===== config.mk =====
export PLATFORM = sky130hd
export DESIGN_NAME = dma_write_top
export DESIGN_NICKNAME = d
export VERILOG_FILES = /design/src/dmaw_pkg.sv /design/src/burst_ctrl_if.sv /design/src/axi_burst_writer.sv /design/src/dma_write_engine.sv /design/src/dma_write_top.sv /design/src/line_fifo.sv
export VERILOG_INCLUDE_DIRS = /design/src
export SDC_FILE = /design/constraint.sdc
export NUM_CORES = 2
export LEC_CHECK = 0
export ABC_AREA = 0
export BUFFER_PORTS_ARGS = -buffer_cell sky130_fd_sc_hd__buf_2
export CORE_MARGIN = 4
export CORE_UTILIZATION = 60
export CTS_CLUSTER_SIZE = 20
export DETAILED_ROUTE_END_ITERATION = 10
export PLACE_DENSITY = 0.83
export SYNTH_ARGS = -nofsm -noshare
export SYNTH_HDL_FRONTEND = slang
export SYNTH_SLANG_ARGS = --single-unit

===== constraint.sdc =====
create_clock -name clk -period 11.5 [get_ports clk]
set_input_delay 1.15 -clock clk [delete_from_list [all_inputs] [get_ports clk]]
set_output_delay 1.15 -clock clk [all_outputs]
set_load 0.01 [all_outputs]

===== src/dmaw_defines.svh =====
`ifndef DMAW_DEFINES_SVH
`define DMAW_DEFINES_SVH

// one cache line is one AXI beat.
`define DMAW_DATA_WIDTH 64
`define DMAW_ADDR_WIDTH 32

// log2 of the bytes per line, turns a line address into a byte address.
`define DMAW_BYTE_IDX_BITS 3

// line FIFO sizing.
`define DMAW_FIFO_LOG2_DEPTH 5
`define DMAW_ALMOST_FULL_MARGIN 4 // free slots left when almost-full rises.

// beats per burst, before the 4 KB page limit is applied.
`define DMAW_MAX_BURST 16

`endif


===== src/dmaw_pkg.sv =====
`include "dmaw_defines.svh"

package dmaw_pkg;

    // one cache line, also one write beat.
    typedef logic [`DMAW_DATA_WIDTH-1:0] line_data_t;

    // memory byte address as seen on AW.
    typedef logic [`DMAW_ADDR_WIDTH-1:0] byte_addr_t;

    // line address from the control side, byte index dropped.
    typedef logic [`DMAW_ADDR_WIDTH-`DMAW_BYTE_IDX_BITS-1:0] line_addr_t;

    typedef logic [31:0] line_count_t; // transfer length in lines.
    typedef logic [7:0]  burst_len_t;  // AXI length field, beats minus one.

    // engine control states.
    typedef enum logic [1:0]
    {
        STATE_IDLE,
        STATE_WRITE,
        STATE_DONE
    } write_state_t;

endpackage


===== src/burst_ctrl_if.sv =====
`timescale 1ns/1ns

interface burst_ctrl_if;
    import dmaw_pkg::*;

    // request side, driven by the engine.
    logic        start;  // one-cycle pulse.
    byte_addr_t  addr;   // held from start until done.
    line_count_t length; // lines to move, 0 is allowed.

    // completion side, driven by the burst writer.
    logic        done;       // one-cycle pulse after the last response.
    logic        resp_error; // any non-okay response since start.
    logic        ack;        // one-cycle pulse per B handshake.

    modport engine
    (
        output start,
        output addr,
        output length,
        input  done,
        input  resp_error,
        input  ack
    );

    modport writer
    (
        input  start,
        input  addr,
        input  length,
        output done,
        output resp_error,
        output ack
    );

endinterface


===== src/axi_burst_writer.sv =====
`timescale 1ns/1ns
`include "dmaw_defines.svh"

module axi_burst_writer
(
    input  logic                 clk,
    input  logic                 reset,
    burst_ctrl_if.writer         ctrl,

    // line stream from the FIFO.
    input  logic                 in_valid,
    output logic                 in_ready,
    input  dmaw_pkg::line_data_t in_data,

    // AXI4 write master.
    output logic                 m_axi_awvalid,
    input  logic                 m_axi_awready,
    output dmaw_pkg::byte_addr_t m_axi_awaddr,
    output dmaw_pkg::burst_len_t m_axi_awlen,
    output logic                 m_axi_wvalid,
    input  logic                 m_axi_wready,
    output dmaw_pkg::line_data_t m_axi_wdata,
    output logic                 m_axi_wlast,
    input  logic                 m_axi_bvalid,
    output logic                 m_axi_bready,
    input  logic [1:0]           m_axi_bresp
);
    import dmaw_pkg::*;

    localparam int PAGE_LINES = 4096 >> `DMAW_BYTE_IDX_BITS;

    // one burst at a time, each walks address, data, response.
    typedef enum logic [1:0]
    {
        PHASE_IDLE,
        PHASE_ADDR,
        PHASE_DATA,
        PHASE_RESP
    } phase_t;

    phase_t      phase;
    byte_addr_t  cur_addr;    // start of the next burst.
    line_count_t remaining;   // lines not yet issued on AW.
    line_count_t page_left;   // lines up to the next 4 KB boundary.
    line_count_t burst_beats; // size of the burst about to be issued.
    line_count_t beats_left;  // beats still owed in the current burst.
    logic        aw_fire;
    logic        w_fire;
    logic        b_fire;
    logic        done_q;
    logic        error_q;

    assign aw_fire = m_axi_awvalid && m_axi_awready;
    assign w_fire = m_axi_wvalid && m_axi_wready;
    assign b_fire = m_axi_bvalid && m_axi_bready;

    assign page_left = line_count_t'(PAGE_LINES) - line_count_t'(cur_addr[11:`DMAW_BYTE_IDX_BITS]);

    // smallest of the max burst, the lines left and the room in the page.
    always_comb
    begin
        burst_beats = line_count_t'(`DMAW_MAX_BURST);
        if (remaining < burst_beats)
        begin
            burst_beats = remaining;
        end
        if (page_left < burst_beats)
        begin
            burst_beats = page_left;
        end
    end

    // address payload comes from registers, so it holds while AWVALID waits.
    assign m_axi_awvalid = (phase == PHASE_ADDR);
    assign m_axi_awaddr = cur_addr;
    assign m_axi_awlen = burst_len_t'(burst_beats - 1'b1);

    // data passes straight through from the FIFO head.
    assign m_axi_wvalid = (phase == PHASE_DATA) && in_valid;
    assign in_ready = (phase == PHASE_DATA) && m_axi_wready;
    assign m_axi_wdata = in_data;
    assign m_axi_wlast = (beats_left == line_count_t'(1));

    assign m_axi_bready = (phase == PHASE_RESP);

    assign ctrl.done = done_q;
    assign ctrl.resp_error = error_q;
    assign ctrl.ack = b_fire; // the engine registers it.

    always_ff @(posedge clk)
    begin
        if (reset)
        begin
            phase <= PHASE_IDLE;
            remaining <= '0;
            beats_left <= '0;
            done_q <= 1'b0;
            error_q <= 1'b0;
        end
        else if (ctrl.start)
        begin
            // a start always wins, even in the middle of a burst.
            phase <= (ctrl.length == '0) ? PHASE_IDLE : PHASE_ADDR;
            remaining <= ctrl.length;
            beats_left <= '0;
            done_q <= (ctrl.length == '0); // empty transfer finishes at once.
            error_q <= 1'b0;
        end
        else
        begin
            done_q <= 1'b0;
            case (phase)
                PHASE_ADDR:
                begin
                    if (aw_fire)
                    begin
                        remaining <= remaining - burst_beats;
                        beats_left <= burst_beats;
                        phase <= PHASE_DATA;
                    end
                end
                PHASE_DATA:
                begin
                    if (w_fire)
                    begin
                        beats_left <= beats_left - 1'b1;
                        if (m_axi_wlast)
                        begin
                            phase <= PHASE_RESP;
                        end
                    end
                end
                PHASE_RESP:
                begin
                    if (b_fire)
                    begin
                        error_q <= error_q | (m_axi_bresp != 2'b00);
                        done_q <= (remaining == '0);
                        phase <= (remaining == '0) ? PHASE_IDLE : PHASE_ADDR;
                    end
                end
                default: phase <= PHASE_IDLE;
            endcase
        end
    end

    always_ff @(posedge clk)
    begin
        if (ctrl.start)
        begin
            cur_addr <= ctrl.addr;
        end
        else if (aw_fire)
        begin
            cur_addr <= cur_addr + byte_addr_t'(burst_beats << `DMAW_BYTE_IDX_BITS);
        end
    end

endmodule


===== src/dma_write_engine.sv =====
`timescale 1ns/1ns
`include "dmaw_defines.svh"

module dma_write_engine
(
    input  logic                   clk,
    input  logic                   reset,

    // producer side.
    input  logic                   line_we,
    input  dmaw_pkg::line_data_t   line_wdata,
    output logic                   line_almost_full,

    // control and status.
    input  logic                   start,
    input  dmaw_pkg::line_addr_t   start_line_addr,
    input  dmaw_pkg::line_count_t  start_length,
    output logic                   idle,
    output logic                   active,
    output logic                   done,
    output logic                   ack,
    output logic                   resp_error,

    // AXI4 write master.
    output logic                   m_axi_awvalid,
    input  logic                   m_axi_awready,
    output dmaw_pkg::byte_addr_t   m_axi_awaddr,
    output dmaw_pkg::burst_len_t   m_axi_awlen,
    output logic                   m_axi_wvalid,
    input  logic                   m_axi_wready,
    output dmaw_pkg::line_data_t   m_axi_wdata,
    output logic                   m_axi_wlast,
    input  logic                   m_axi_bvalid,
    output logic                   m_axi_bready,
    input  logic [1:0]             m_axi_bresp
);
    import dmaw_pkg::*;

    write_state_t state;
    logic         fifo_valid;
    logic         fifo_ready;
    line_data_t   fifo_data;

    burst_ctrl_if ctrl_bus ();

    line_fifo send_fifo
    (
        .clk          (clk),
        .reset        (reset),
        .write_enable (line_we),
        .write_data   (line_wdata),
        .out_valid    (fifo_valid),
        .out_ready    (fifo_ready),
        .out_data     (fifo_data),
        .almost_full  (line_almost_full)
    );

    axi_burst_writer burst_writer
    (
        .clk           (clk),
        .reset         (reset),
        .ctrl          (ctrl_bus.writer),
        .in_valid      (fifo_valid),
        .in_ready      (fifo_ready),
        .in_data       (fifo_data),
        .m_axi_awvalid (m_axi_awvalid),
        .m_axi_awready (m_axi_awready),
        .m_axi_awaddr  (m_axi_awaddr),
        .m_axi_awlen   (m_axi_awlen),
        .m_axi_wvalid  (m_axi_wvalid),
        .m_axi_wready  (m_axi_wready),
        .m_axi_wdata   (m_axi_wdata),
        .m_axi_wlast   (m_axi_wlast),
        .m_axi_bvalid  (m_axi_bvalid),
        .m_axi_bready  (m_axi_bready),
        .m_axi_bresp   (m_axi_bresp)
    );

    // the done state counts as idle so idle comes back with the done pulse.
    assign idle = (state != STATE_WRITE);
    assign active = (state == STATE_WRITE);
    assign done = (state == STATE_DONE);

    always_ff @(posedge clk)
    begin
        if (reset)
        begin
            state <= STATE_IDLE;
            ctrl_bus.start <= 1'b0;
            ack <= 1'b0;
            resp_error <= 1'b0;
        end
        else
        begin
            ctrl_bus.start <= start; // delayed so address and length are latched.
            ack <= ctrl_bus.ack;
            resp_error <= ctrl_bus.resp_error;
            if (start)
            begin
                state <= STATE_WRITE; // also restarts a running transfer.
            end
            else
            begin
                case (state)
                    STATE_WRITE:
                    begin
                        if (ctrl_bus.done)
                        begin
                            state <= STATE_DONE;
                        end
                    end
                    STATE_DONE: state <= STATE_IDLE;
                    default:    state <= STATE_IDLE;
                endcase
            end
        end
    end

    // transfer parameters, held until the next start.
    always_ff @(posedge clk)
    begin
        if (start)
        begin
            ctrl_bus.addr <= byte_addr_t'(start_line_addr) << `DMAW_BYTE_IDX_BITS;
            ctrl_bus.length <= start_length;
        end
    end

endmodule


===== src/dma_write_top.sv =====
`timescale 1ns/1ns

module dma_write_top
(
    input  logic                   clk,
    input  logic                   reset,

    // producer side.
    input  logic                   line_we,
    input  dmaw_pkg::line_data_t   line_wdata,
    output logic                   line_almost_full,

    // control and status.
    input  logic                   start,
    input  dmaw_pkg::line_addr_t   start_line_addr,
    input  dmaw_pkg::line_count_t  start_length,
    output logic                   idle,
    output logic                   active,
    output logic                   done,
    output logic                   ack,
    output logic                   resp_error,

    // AXI4 write master, full-width beats only.
    output logic                   m_axi_awvalid,
    input  logic                   m_axi_awready,
    output dmaw_pkg::byte_addr_t   m_axi_awaddr,
    output dmaw_pkg::burst_len_t   m_axi_awlen,
    output logic                   m_axi_wvalid,
    input  logic                   m_axi_wready,
    output dmaw_pkg::line_data_t   m_axi_wdata,
    output logic                   m_axi_wlast,
    input  logic                   m_axi_bvalid,
    output logic                   m_axi_bready,
    input  logic [1:0]             m_axi_bresp
);

    dma_write_engine engine
    (
        .clk              (clk),
        .reset            (reset),
        .line_we          (line_we),
        .line_wdata       (line_wdata),
        .line_almost_full (line_almost_full),
        .start            (start),
        .start_line_addr  (start_line_addr),
        .start_length     (start_length),
        .idle             (idle),
        .active           (active),
        .done             (done),
        .ack              (ack),
        .resp_error       (resp_error),
        .m_axi_awvalid    (m_axi_awvalid),
        .m_axi_awready    (m_axi_awready),
        .m_axi_awaddr     (m_axi_awaddr),
        .m_axi_awlen      (m_axi_awlen),
        .m_axi_wvalid     (m_axi_wvalid),
        .m_axi_wready     (m_axi_wready),
        .m_axi_wdata      (m_axi_wdata),
        .m_axi_wlast      (m_axi_wlast),
        .m_axi_bvalid     (m_axi_bvalid),
        .m_axi_bready     (m_axi_bready),
        .m_axi_bresp      (m_axi_bresp)
    );

endmodule


===== src/line_fifo.sv =====
`timescale 1ns/1ns
`include "dmaw_defines.svh"

module line_fifo
(
    input  logic                 clk,
    input  logic                 reset,
    input  logic                 write_enable,
    input  dmaw_pkg::line_data_t write_data,
    output logic                 out_valid,
    input  logic                 out_ready,
    output dmaw_pkg::line_data_t out_data,
    output logic                 almost_full
);
    import dmaw_pkg::*;

    localparam int PTR_BITS = `DMAW_FIFO_LOG2_DEPTH;
    localparam int DEPTH = 1 << PTR_BITS;
    localparam logic [PTR_BITS:0] AF_LEVEL = (PTR_BITS + 1)'(DEPTH - `DMAW_ALMOST_FULL_MARGIN);

    line_data_t mem [DEPTH];
    logic [PTR_BITS-1:0] wr_ptr;
    logic [PTR_BITS-1:0] rd_ptr;
    logic [PTR_BITS:0] count;
    logic full;
    logic do_write;
    logic do_read;

    // count reaches DEPTH exactly when its top bit is set.
    assign full = count[PTR_BITS];

    // a write into a full buffer is ignored rather than overwriting the head.
    assign do_write = write_enable && !full;
    assign do_read = out_valid && out_ready;

    assign out_valid = (count != '0);
    assign out_data = mem[rd_ptr]; // head of the queue.
    assign almost_full = (count >= AF_LEVEL);

    always_ff @(posedge clk)
    begin
        if (do_write)
        begin
            mem[wr_ptr] <= write_data;
        end
    end

    always_ff @(posedge clk)
    begin
        if (reset)
        begin
            wr_ptr <= '0;
            rd_ptr <= '0;
            count <= '0;
        end
        else
        begin
            if (do_write)
            begin
                wr_ptr <= wr_ptr + 1'b1; // wraps at DEPTH.
            end
            if (do_read)
            begin
                rd_ptr <= rd_ptr + 1'b1;
            end
            case ({do_write, do_read})
                2'b10:   count <= count + 1'b1;
                2'b01:   count <= count - 1'b1;
                default: count <= count; // both or neither.
            endcase
        end
    end

endmodule


# Word-level counts from Yosys, hierarchy flattened

Memories as Yosys holds them, arrays and structs flattened. A register that Yosys moved wholly into a read port is not among the register bits.
Index checks and enable logic that the tools add are counted.

Bits in writable memories: 2,048
Input port bits: 134
Memories: 1
Logic and storage cells: 99
Output and inout bits: 114
Flip-flop bits (word level): 182

Mux-type cells: 29
Equal/unequal tests: 16
Order comparisons: 3
Bitwise gates (word level): 2
Reduce and logical (&&, ||, !) cells: 22
$add $sub $neg: 9

Memories:

| memory               | words | width | read ports | clocked after Yosys merged registers in | wr ports | line            | source |
|---|---|---|---|---|---|---|---|
| engine.send_fifo.mem | 32    | 64    | 1          | 1                                       | 1        | line_fifo.sv:21 | `line_data_t mem [DEPTH];` |

Operators by type and width:

| kind                                                                   | number |
|---|---|
| 32-bit two-way mux                                                     | 9 |
| 32-bit logical NOT                                                     | 2 |
| 32-bit one-hot mux with 2 select lines                                 | 1 |
| 32-bit adder                                                           | 1 |
| 32-bit by 1-bit == test with 1-bit output (second input constant)      | 1 |
| 32-bit < comparator                                                    | 1 |
| 32-bit by 5-bit < comparator with 1-bit output (second input constant) | 1 |
| 32-bit by 1-bit subtractor with 32-bit output (second input constant)  | 1 |
| 32-bit subtractor                                                      | 1 |
| 6-bit one-hot mux with 2 select lines                                  | 1 |
| 10-bit by 9-bit subtractor with 11-bit output (first input constant)   | 1 |
| 5-bit by 1-bit adder with 5-bit output (second input constant)         | 2 |
| 1-bit two-way mux                                                      | 10 |
| 2-bit two-way mux                                                      | 5 |
| 5-bit two-way mux                                                      | 2 |
| 2-bit nonzero test                                                     | 5 |
| 3-bit by 2-bit != test with 1-bit output (second input constant)       | 3 |
| 2-bit == test (second input constant)                                  | 4 |
| 8-bit by 1-bit subtractor with 8-bit output (second input constant)    | 1 |
| 1-bit logical AND                                                      | 7 |
| 6-bit by 1-bit adder with 6-bit output (second input constant)         | 1 |
| 2-bit by 1-bit == test with 1-bit output (second input constant)       | 3 |
| 6-bit by 5-bit >= comparator with 1-bit output (second input constant) | 1 |
| 3-bit by 1-bit != test with 1-bit output (second input constant)       | 2 |
| other kinds (13)                                                       | 15 |

# Depth between registers and ports, before layout

Word-level depth: 8
Gate-level depth with buffers: 28
Mapped depth without buffers: 28

# Cells and area by module

A second synthesis with hierarchy kept.

Cells, all modules: 5,140
Area, all modules: 90,480.5 sq um

Modules (own cells, without submodules):

| module           | instances | cells each | area each (sq um) | seq. area each (sq um) |
|---|---|---|---|---|
| line_fifo        | 1         | 3,812      | 78,794.3          | 61,919.4 |
| axi_burst_writer | 1         | 1,252      | 9,679.3           | 2,322.2 |
| dma_write_engine | 1         | 76         | 2,006.9           | 1,931.9 |

# Worst setup path before layout

No wires, ideal clock.

Kind: flip-flop to flip-flop
Start point: reg engine.burst_writer.cur_addr[7], in the netlist engine.burst_writer.m_axi_awaddr[7]
End point: reg engine.burst_writer.cur_addr[27], in the netlist engine.burst_writer.m_axi_awaddr[27], data pin
Path slack: 4.971 ns
Cell stages (with the launch flop): 28
Clock period less this slack: 6.529 ns
Buffers on the path: 1
Setup time: 0.260 ns
Data arrival time: 6.269 ns
Path through: edfxtp_1 -> clkbuf_1 -> or4_1 -> nor3_1 -> xor2_1 -> inv_1 -> ha_1 -> nand2_1 -> nor4_1 -> o41ai_4 -> nand3_4 -> nand3_1 -> o21ai_0 -> ha_1 -> inv_1 -> fa_1 -> inv_1 -> a21o_1 -> o21ai_0 -> or4_1 -> a211oi_1 -> o21bai_1 -> a221oi_2 -> a211oi_2 -> o31ai_1 -> o21ai_1 -> xor2_1 -> mux2_2

Word-level cells in the longest chain between the ends: 6

RTL lines:

| item                                          | line                    | source |
|---|---|---|
| from (decl)                                   | axi_burst_writer.sv:42  | `byte_addr_t cur_addr;` |
| from (signal assigned)                        | axi_burst_writer.sv:151 | `cur_addr <= ctrl.addr;` |
| from (signal assigned)                        | axi_burst_writer.sv:155 | `` cur_addr <= cur_addr + byte_addr_t'(burst_beats << `DMAW_BYTE_IDX_BITS); `` |
| 10-bit by 9-bit subtractor with 11-bit output | axi_burst_writer.sv:57  | `` assign page_left = line_count_t'(PAGE_LINES) - line_count_t'(cur_addr[11:`DMAW_BYTE_IDX_BITS]); `` |
| 32-bit < comparator                           | axi_burst_writer.sv:67  | `if (page_left < burst_beats)` |
| 32-bit two-way mux                            | axi_burst_writer.sv:67  |  |
| 32-bit adder (*)                              | axi_burst_writer.sv:155 |  |
| 32-bit two-way mux (*)                        | axi_burst_writer.sv:153 | `else if (aw_fire)` |
| 32-bit two-way mux (*)                        | axi_burst_writer.sv:149 | `if (ctrl.start)` |

Every way passes the cells marked *; elsewhere a longest branch is shown, timed or not. The select of a mux whose other input is x is not followed.
A chain may end at the register's enable or synchronous reset.

# Final worst setup path

Start point: reg engine.burst_writer.remaining[22]
End point: reg engine.burst_writer.cur_addr[27], in the netlist engine.burst_writer.m_axi_awaddr[27], data pin

Word-level cells in the longest chain between the ends: 7

RTL lines:

| item                                           | line                    | source |
|---|---|---|
| from (decl)                                    | axi_burst_writer.sv:43  | `line_count_t remaining;` |
| from (signal assigned)                         | axi_burst_writer.sv:104 | `remaining <= ctrl.length;` |
| from (signal assigned)                         | axi_burst_writer.sv:117 | `remaining <= remaining - burst_beats;` |
| 32-bit by 5-bit < comparator with 1-bit output | axi_burst_writer.sv:63  | `if (remaining < burst_beats)` |
| 32-bit two-way mux (*)                         | axi_burst_writer.sv:63  |  |
| 32-bit < comparator                            | axi_burst_writer.sv:67  |  |
| 32-bit two-way mux (*)                         | axi_burst_writer.sv:67  |  |
| 32-bit adder (*)                               | axi_burst_writer.sv:155 |  |
| 32-bit two-way mux (*)                         | axi_burst_writer.sv:153 |  |
| 32-bit two-way mux (*)                         | axi_burst_writer.sv:149 |  |

Marks and branches as above.

==> results.json <==
{
  "outcome": "finished, final reports clean",
  "firstDrtPassIters": 7,
  "drt_iter0_markers": 8086,
  "seq_area_frac_synth_pct": 74.09,
  "hold_viol_final": 0,
  "cap_violations": 0,
  "r2r_start": "engine.burst_writer.remaining[22]",
  "slowest_delay_ns": 0.81,
  "fp.dieH_um": 393.6,
  "cts_setup_buffers": 0,
  "via_count": 48970,
  "final_core_util_pct": 67.84,
  "vdd_drop_max_mv": 0.1722,
  "drcViolationCount": 0,
  "cts-root-buf": "clkbuf_16",
  "setup_viol": 0,
  "hold_start": "engine.burst_writer.ctrl.resp_error",
  "arrival_ns": 8.69,
  "cts_sinks": 2232,
  "synthXorXnorAreaFrac_pct": 0.7028,
  "synth_simple_gate_area_share_pct": 2.817,
  "hold_path_depth": 2,
  "post_synth_fa_ha_maj_area_fraction_pct": 1.119,
  "grt_max_degree": 153,
  "avgRoutedWirePerCell_um": 38.47,
  "num_rows": 141,
  "synth_mux_area_share_pct": 17.07,
  "syn2layout_area_growth_pct": 12.31,
  "gp_congestion": 0.8771,
  "slew_violations": 0,
  "avgViaCountPerCell": 7.219,
  "nets": 4866,
  "setup_total_negative_slack_ns": 0,
  "start_util_pct": 60.40,
  "path_clk_slew_ns": 0.06,
  "p_total_mw": 17.97,
  "grt_pass1_wl_mm": 371.3,
  "synth_area_leaders": "edfxtp_1 (72%), mux4_2 (16%), dfxtp_1 (2.1%), ha_1 (1.1%), mux2_2 (0.87%)",
  "synthFlopType": "edfxtp_1",
  "die_w_um": 393.6,
  "hold_class": "register to register",
  "die-area_mm2": 0.1549,
  "grt_pass1_vias": 49790,
  "io_buffers": 244,
  "end_kind": "register",
  "clk_latency_ns": 0.91,
  "startpoint_type": "register",
  "crit_family": "compound AO/OA/AOI/OAI gates",
  "grt_antenna_before_repair": 30,
  "synth-edff-count": 2138,
  "rsz0062_at_grt": "no",
  "hold_path_end": "engine.resp_error",
  "place_hpwl_mm": 121.4,
  "final_antenna_net_count": 0,
  "synth_compound_area_share_pct": 3.012,
  "path_buf_inv": 2,
  "synth_top_family_by_area": "multiplexers",
  "relSlewSlack_pct": 3.700,
  "path_class": "register to register",
  "async_flop_share_pct": 0,
  "routed_wl_mm": 261.0,
  "post-route-period-util_pct": 70.62,
  "core_mm2": 0.1477,
  "cts-buffers-inserted": 209,
  "syn_area_mm2": 0.08919,
  "syn-mean-instance-area_um2": 20.81,
  "worstPathRequired_ns": 12.07,
  "ys_warn_count": 0,
  "boundaryPins": 248,
  "power_density_mw_per_mm2": 179.4,
  "synthDistinctLibCells": 89,
  "grt-ovfl-total": 0,
  "p_leak_nw": 31.56,
  "fin_skew_ns": 0.1087,
  "synth.top_cell.area_share_pct": 71.98,
  "hold_buffers": 0,
  "final.min_clock_period_ns": 8.121,
  "synth_top_area_cell": "edfxtp_1",
  "r2r-end": "engine.burst_writer.m_axi_awaddr[27]",
  "fin_hold_ws_ns": 0.4420,
  "htree_levels": 4,
  "grt_usage_pct": 33.78,
  "worstPathCellList": "nor4_1 -> nand4_2 -> nor3_1 -> ha_1 -> nand4_1 -> nor2_1 -> o311ai_2 -> nand3_4 -> o21ai_0 -> ha_1 -> inv_1 -> fa_1 -> inv_1 -> a21o_1 -> o21ai_0 -> or4_1 -> a211oi_1 -> o21bai_1 -> a221oi_2 -> a211oi_2 -> o31ai_1 -> o21ai_1 -> xor2_1 -> mux2_2",
  "cp_slowest_cell": "nor3_1",
  "syn_inst": 4286,
  "ff2ff_path_depth": 24,
  "rrSetupSlack_ns": 3.38,
  "clock.fmax_mhz": 123.1,
  "cts_max_path_buffers": 3,
  "cts_tree": "yes",
  "max_slew.worst_pin.slew_ns": 1.441,
  "cts_resized": 0,
  "drive_gt1_share_pct": 29.32,
  "cp_max_fo": 10,
  "ys_ff_latch": 2232
}
Yosys cell counts (5+ instances only):
master,instances
a21oi_1,113
nor3_1,26
o22ai_1,10
o21a_1,12
o31ai_1,10
xnor2_1,42
mux2_2,69
o21ai_0,74
a21boi_0,6
nor4_1,23
a211oi_1,17
o21ai_1,5
clkbuf_1,149
a21o_1,42
nor2_1,163
a22oi_1,10
a221oi_1,12
edfxtp_1,2138
nand2b_1,15
mux4_2,640
or3_1,16
or2_2,7
or4_1,7
o21bai_1,5
or3b_2,5
buf_1,60
o211ai_1,11
nand3_1,37
xor2_1,27
and3_1,17
dfxtp_1,94
a31oi_1,15
a211o_1,5
and2_1,10
nand4_1,17
inv_1,60
ha_1,75
a311oi_1,13
nand2_1,130
nor2b_1,11
final cells by class:
type / instances / area [µm²]
multi-input combinational: 1823 / 22470
clock buffer: 241 / 5350
tap: 1930 / 2415
antenna: 17 / 42.54
sequential: 2232 / 66110
fill: 8384 / 47490
timing repair buffer: 327 / 1907
clock inverter: 152 / 1657
inverter: 62 / 232.7
metrics by stage:
stage	setup slack (ns)	cells	cell area (µm²)
5_1_grt	2.936	6777	100200
6_report	3.379	6784	100200
3_3_place_gp	3.791	6374	93130
2_1_floorplan	4.971	4331	89360
4_1_cts	3.663	6767	100100
3_5_place_dp	3.706	6374	93130
sequential cells by signal (all words and copies together), names as in the netlist, 5 cells and up, named ones only:
register,cells
engine.burst_writer.m_axi_awaddr,29
engine.send_fifo.wr_ptr,5
engine.send_fifo.count,6
engine.send_fifo.mem,2048
engine.send_fifo.rd_ptr,5
engine.burst_writer.remaining,32
engine.burst_writer.beats_left,32
engine.ctrl_bus.length,32
engine.ctrl_bus.addr,29
tightest hold or removal path, cell delays in order (launching register included):
cell and delay (ns):
dfxtp_1 0.29, inv_1 0.06, nor2_1 0.05
report_power, final:
group / leakage, nW / internal, mW / switching (mW)
Clock: 3.41 / 3.88 / 3.27
Combinational: 8.06 / 0.628 / 1.05
Sequential: 20.1 / 9.03 / 0.0970
logic make-up (layout without fill, tap and decap cells):
logic type | count (synthesis) | in the layout
flip-flops | 2232 | 2232
multiplexers | 712 | 712
AND/OR/NAND/NOR | 513 | 513
AO/OA/AOI/OAI | 402 | 402
buffers and inverters | 276 | 782
adder cells (fa/ha/maj) | 79 | 79
XOR/XNOR | 70 | 70
other | 2 | 64
cells in the final DEF (no fill, tap or decap), types with 47 or more instances in the layout:
cell type / instances
a21oi_1: 113
mux4_2: 640
clkbuf_16: 209
edfxtp_1: 2138
buf_2: 244
clkinv_2: 53
buf_4: 78
conb_1: 47
mux2_2: 69
clkinv_1: 51
nor2_1: 131
nand2_1: 130
inv_1: 60
dfxtp_1: 88
ha_1: 75
o21ai_0: 74
worst max-delay path by stage:
stage,startpoint,to,slack [ns],depth (start not counted)
2_1_floorplan,engine.burst_writer.m_axi_awaddr[7],engine.burst_writer.m_axi_awaddr[27],4.97,27
3_3_place_gp,engine.burst_writer.remaining[22],engine.burst_writer.m_axi_awaddr[27],3.79,24
3_5_place_dp,engine.burst_writer.remaining[22],engine.burst_writer.m_axi_awaddr[27],3.71,24
4_1_cts,engine.burst_writer.remaining[22],engine.burst_writer.m_axi_awaddr[27],3.66,24
5_1_grt,engine.burst_writer.remaining[22],engine.burst_writer.m_axi_awaddr[27],2.94,25
6_report,engine.burst_writer.remaining[22],engine.burst_writer.m_axi_awaddr[27],3.38,24
routing by layer:
| layer | GRT usage (%) | wire (µm) | vias up |
|---|---|---|---|
| met5 | 0 | 112 | - |
| met2 | 54.83 | 130200 | 4342 |
| li1 | - | - | 18650 |
| met4 | 19.90 | 18130 | 18 |
| met1 | 42.57 | 81550 | 25000 |
| met3 | 7.391 | 31000 | 964 |
No activity file was read; power rests on OpenSTA's default activity.
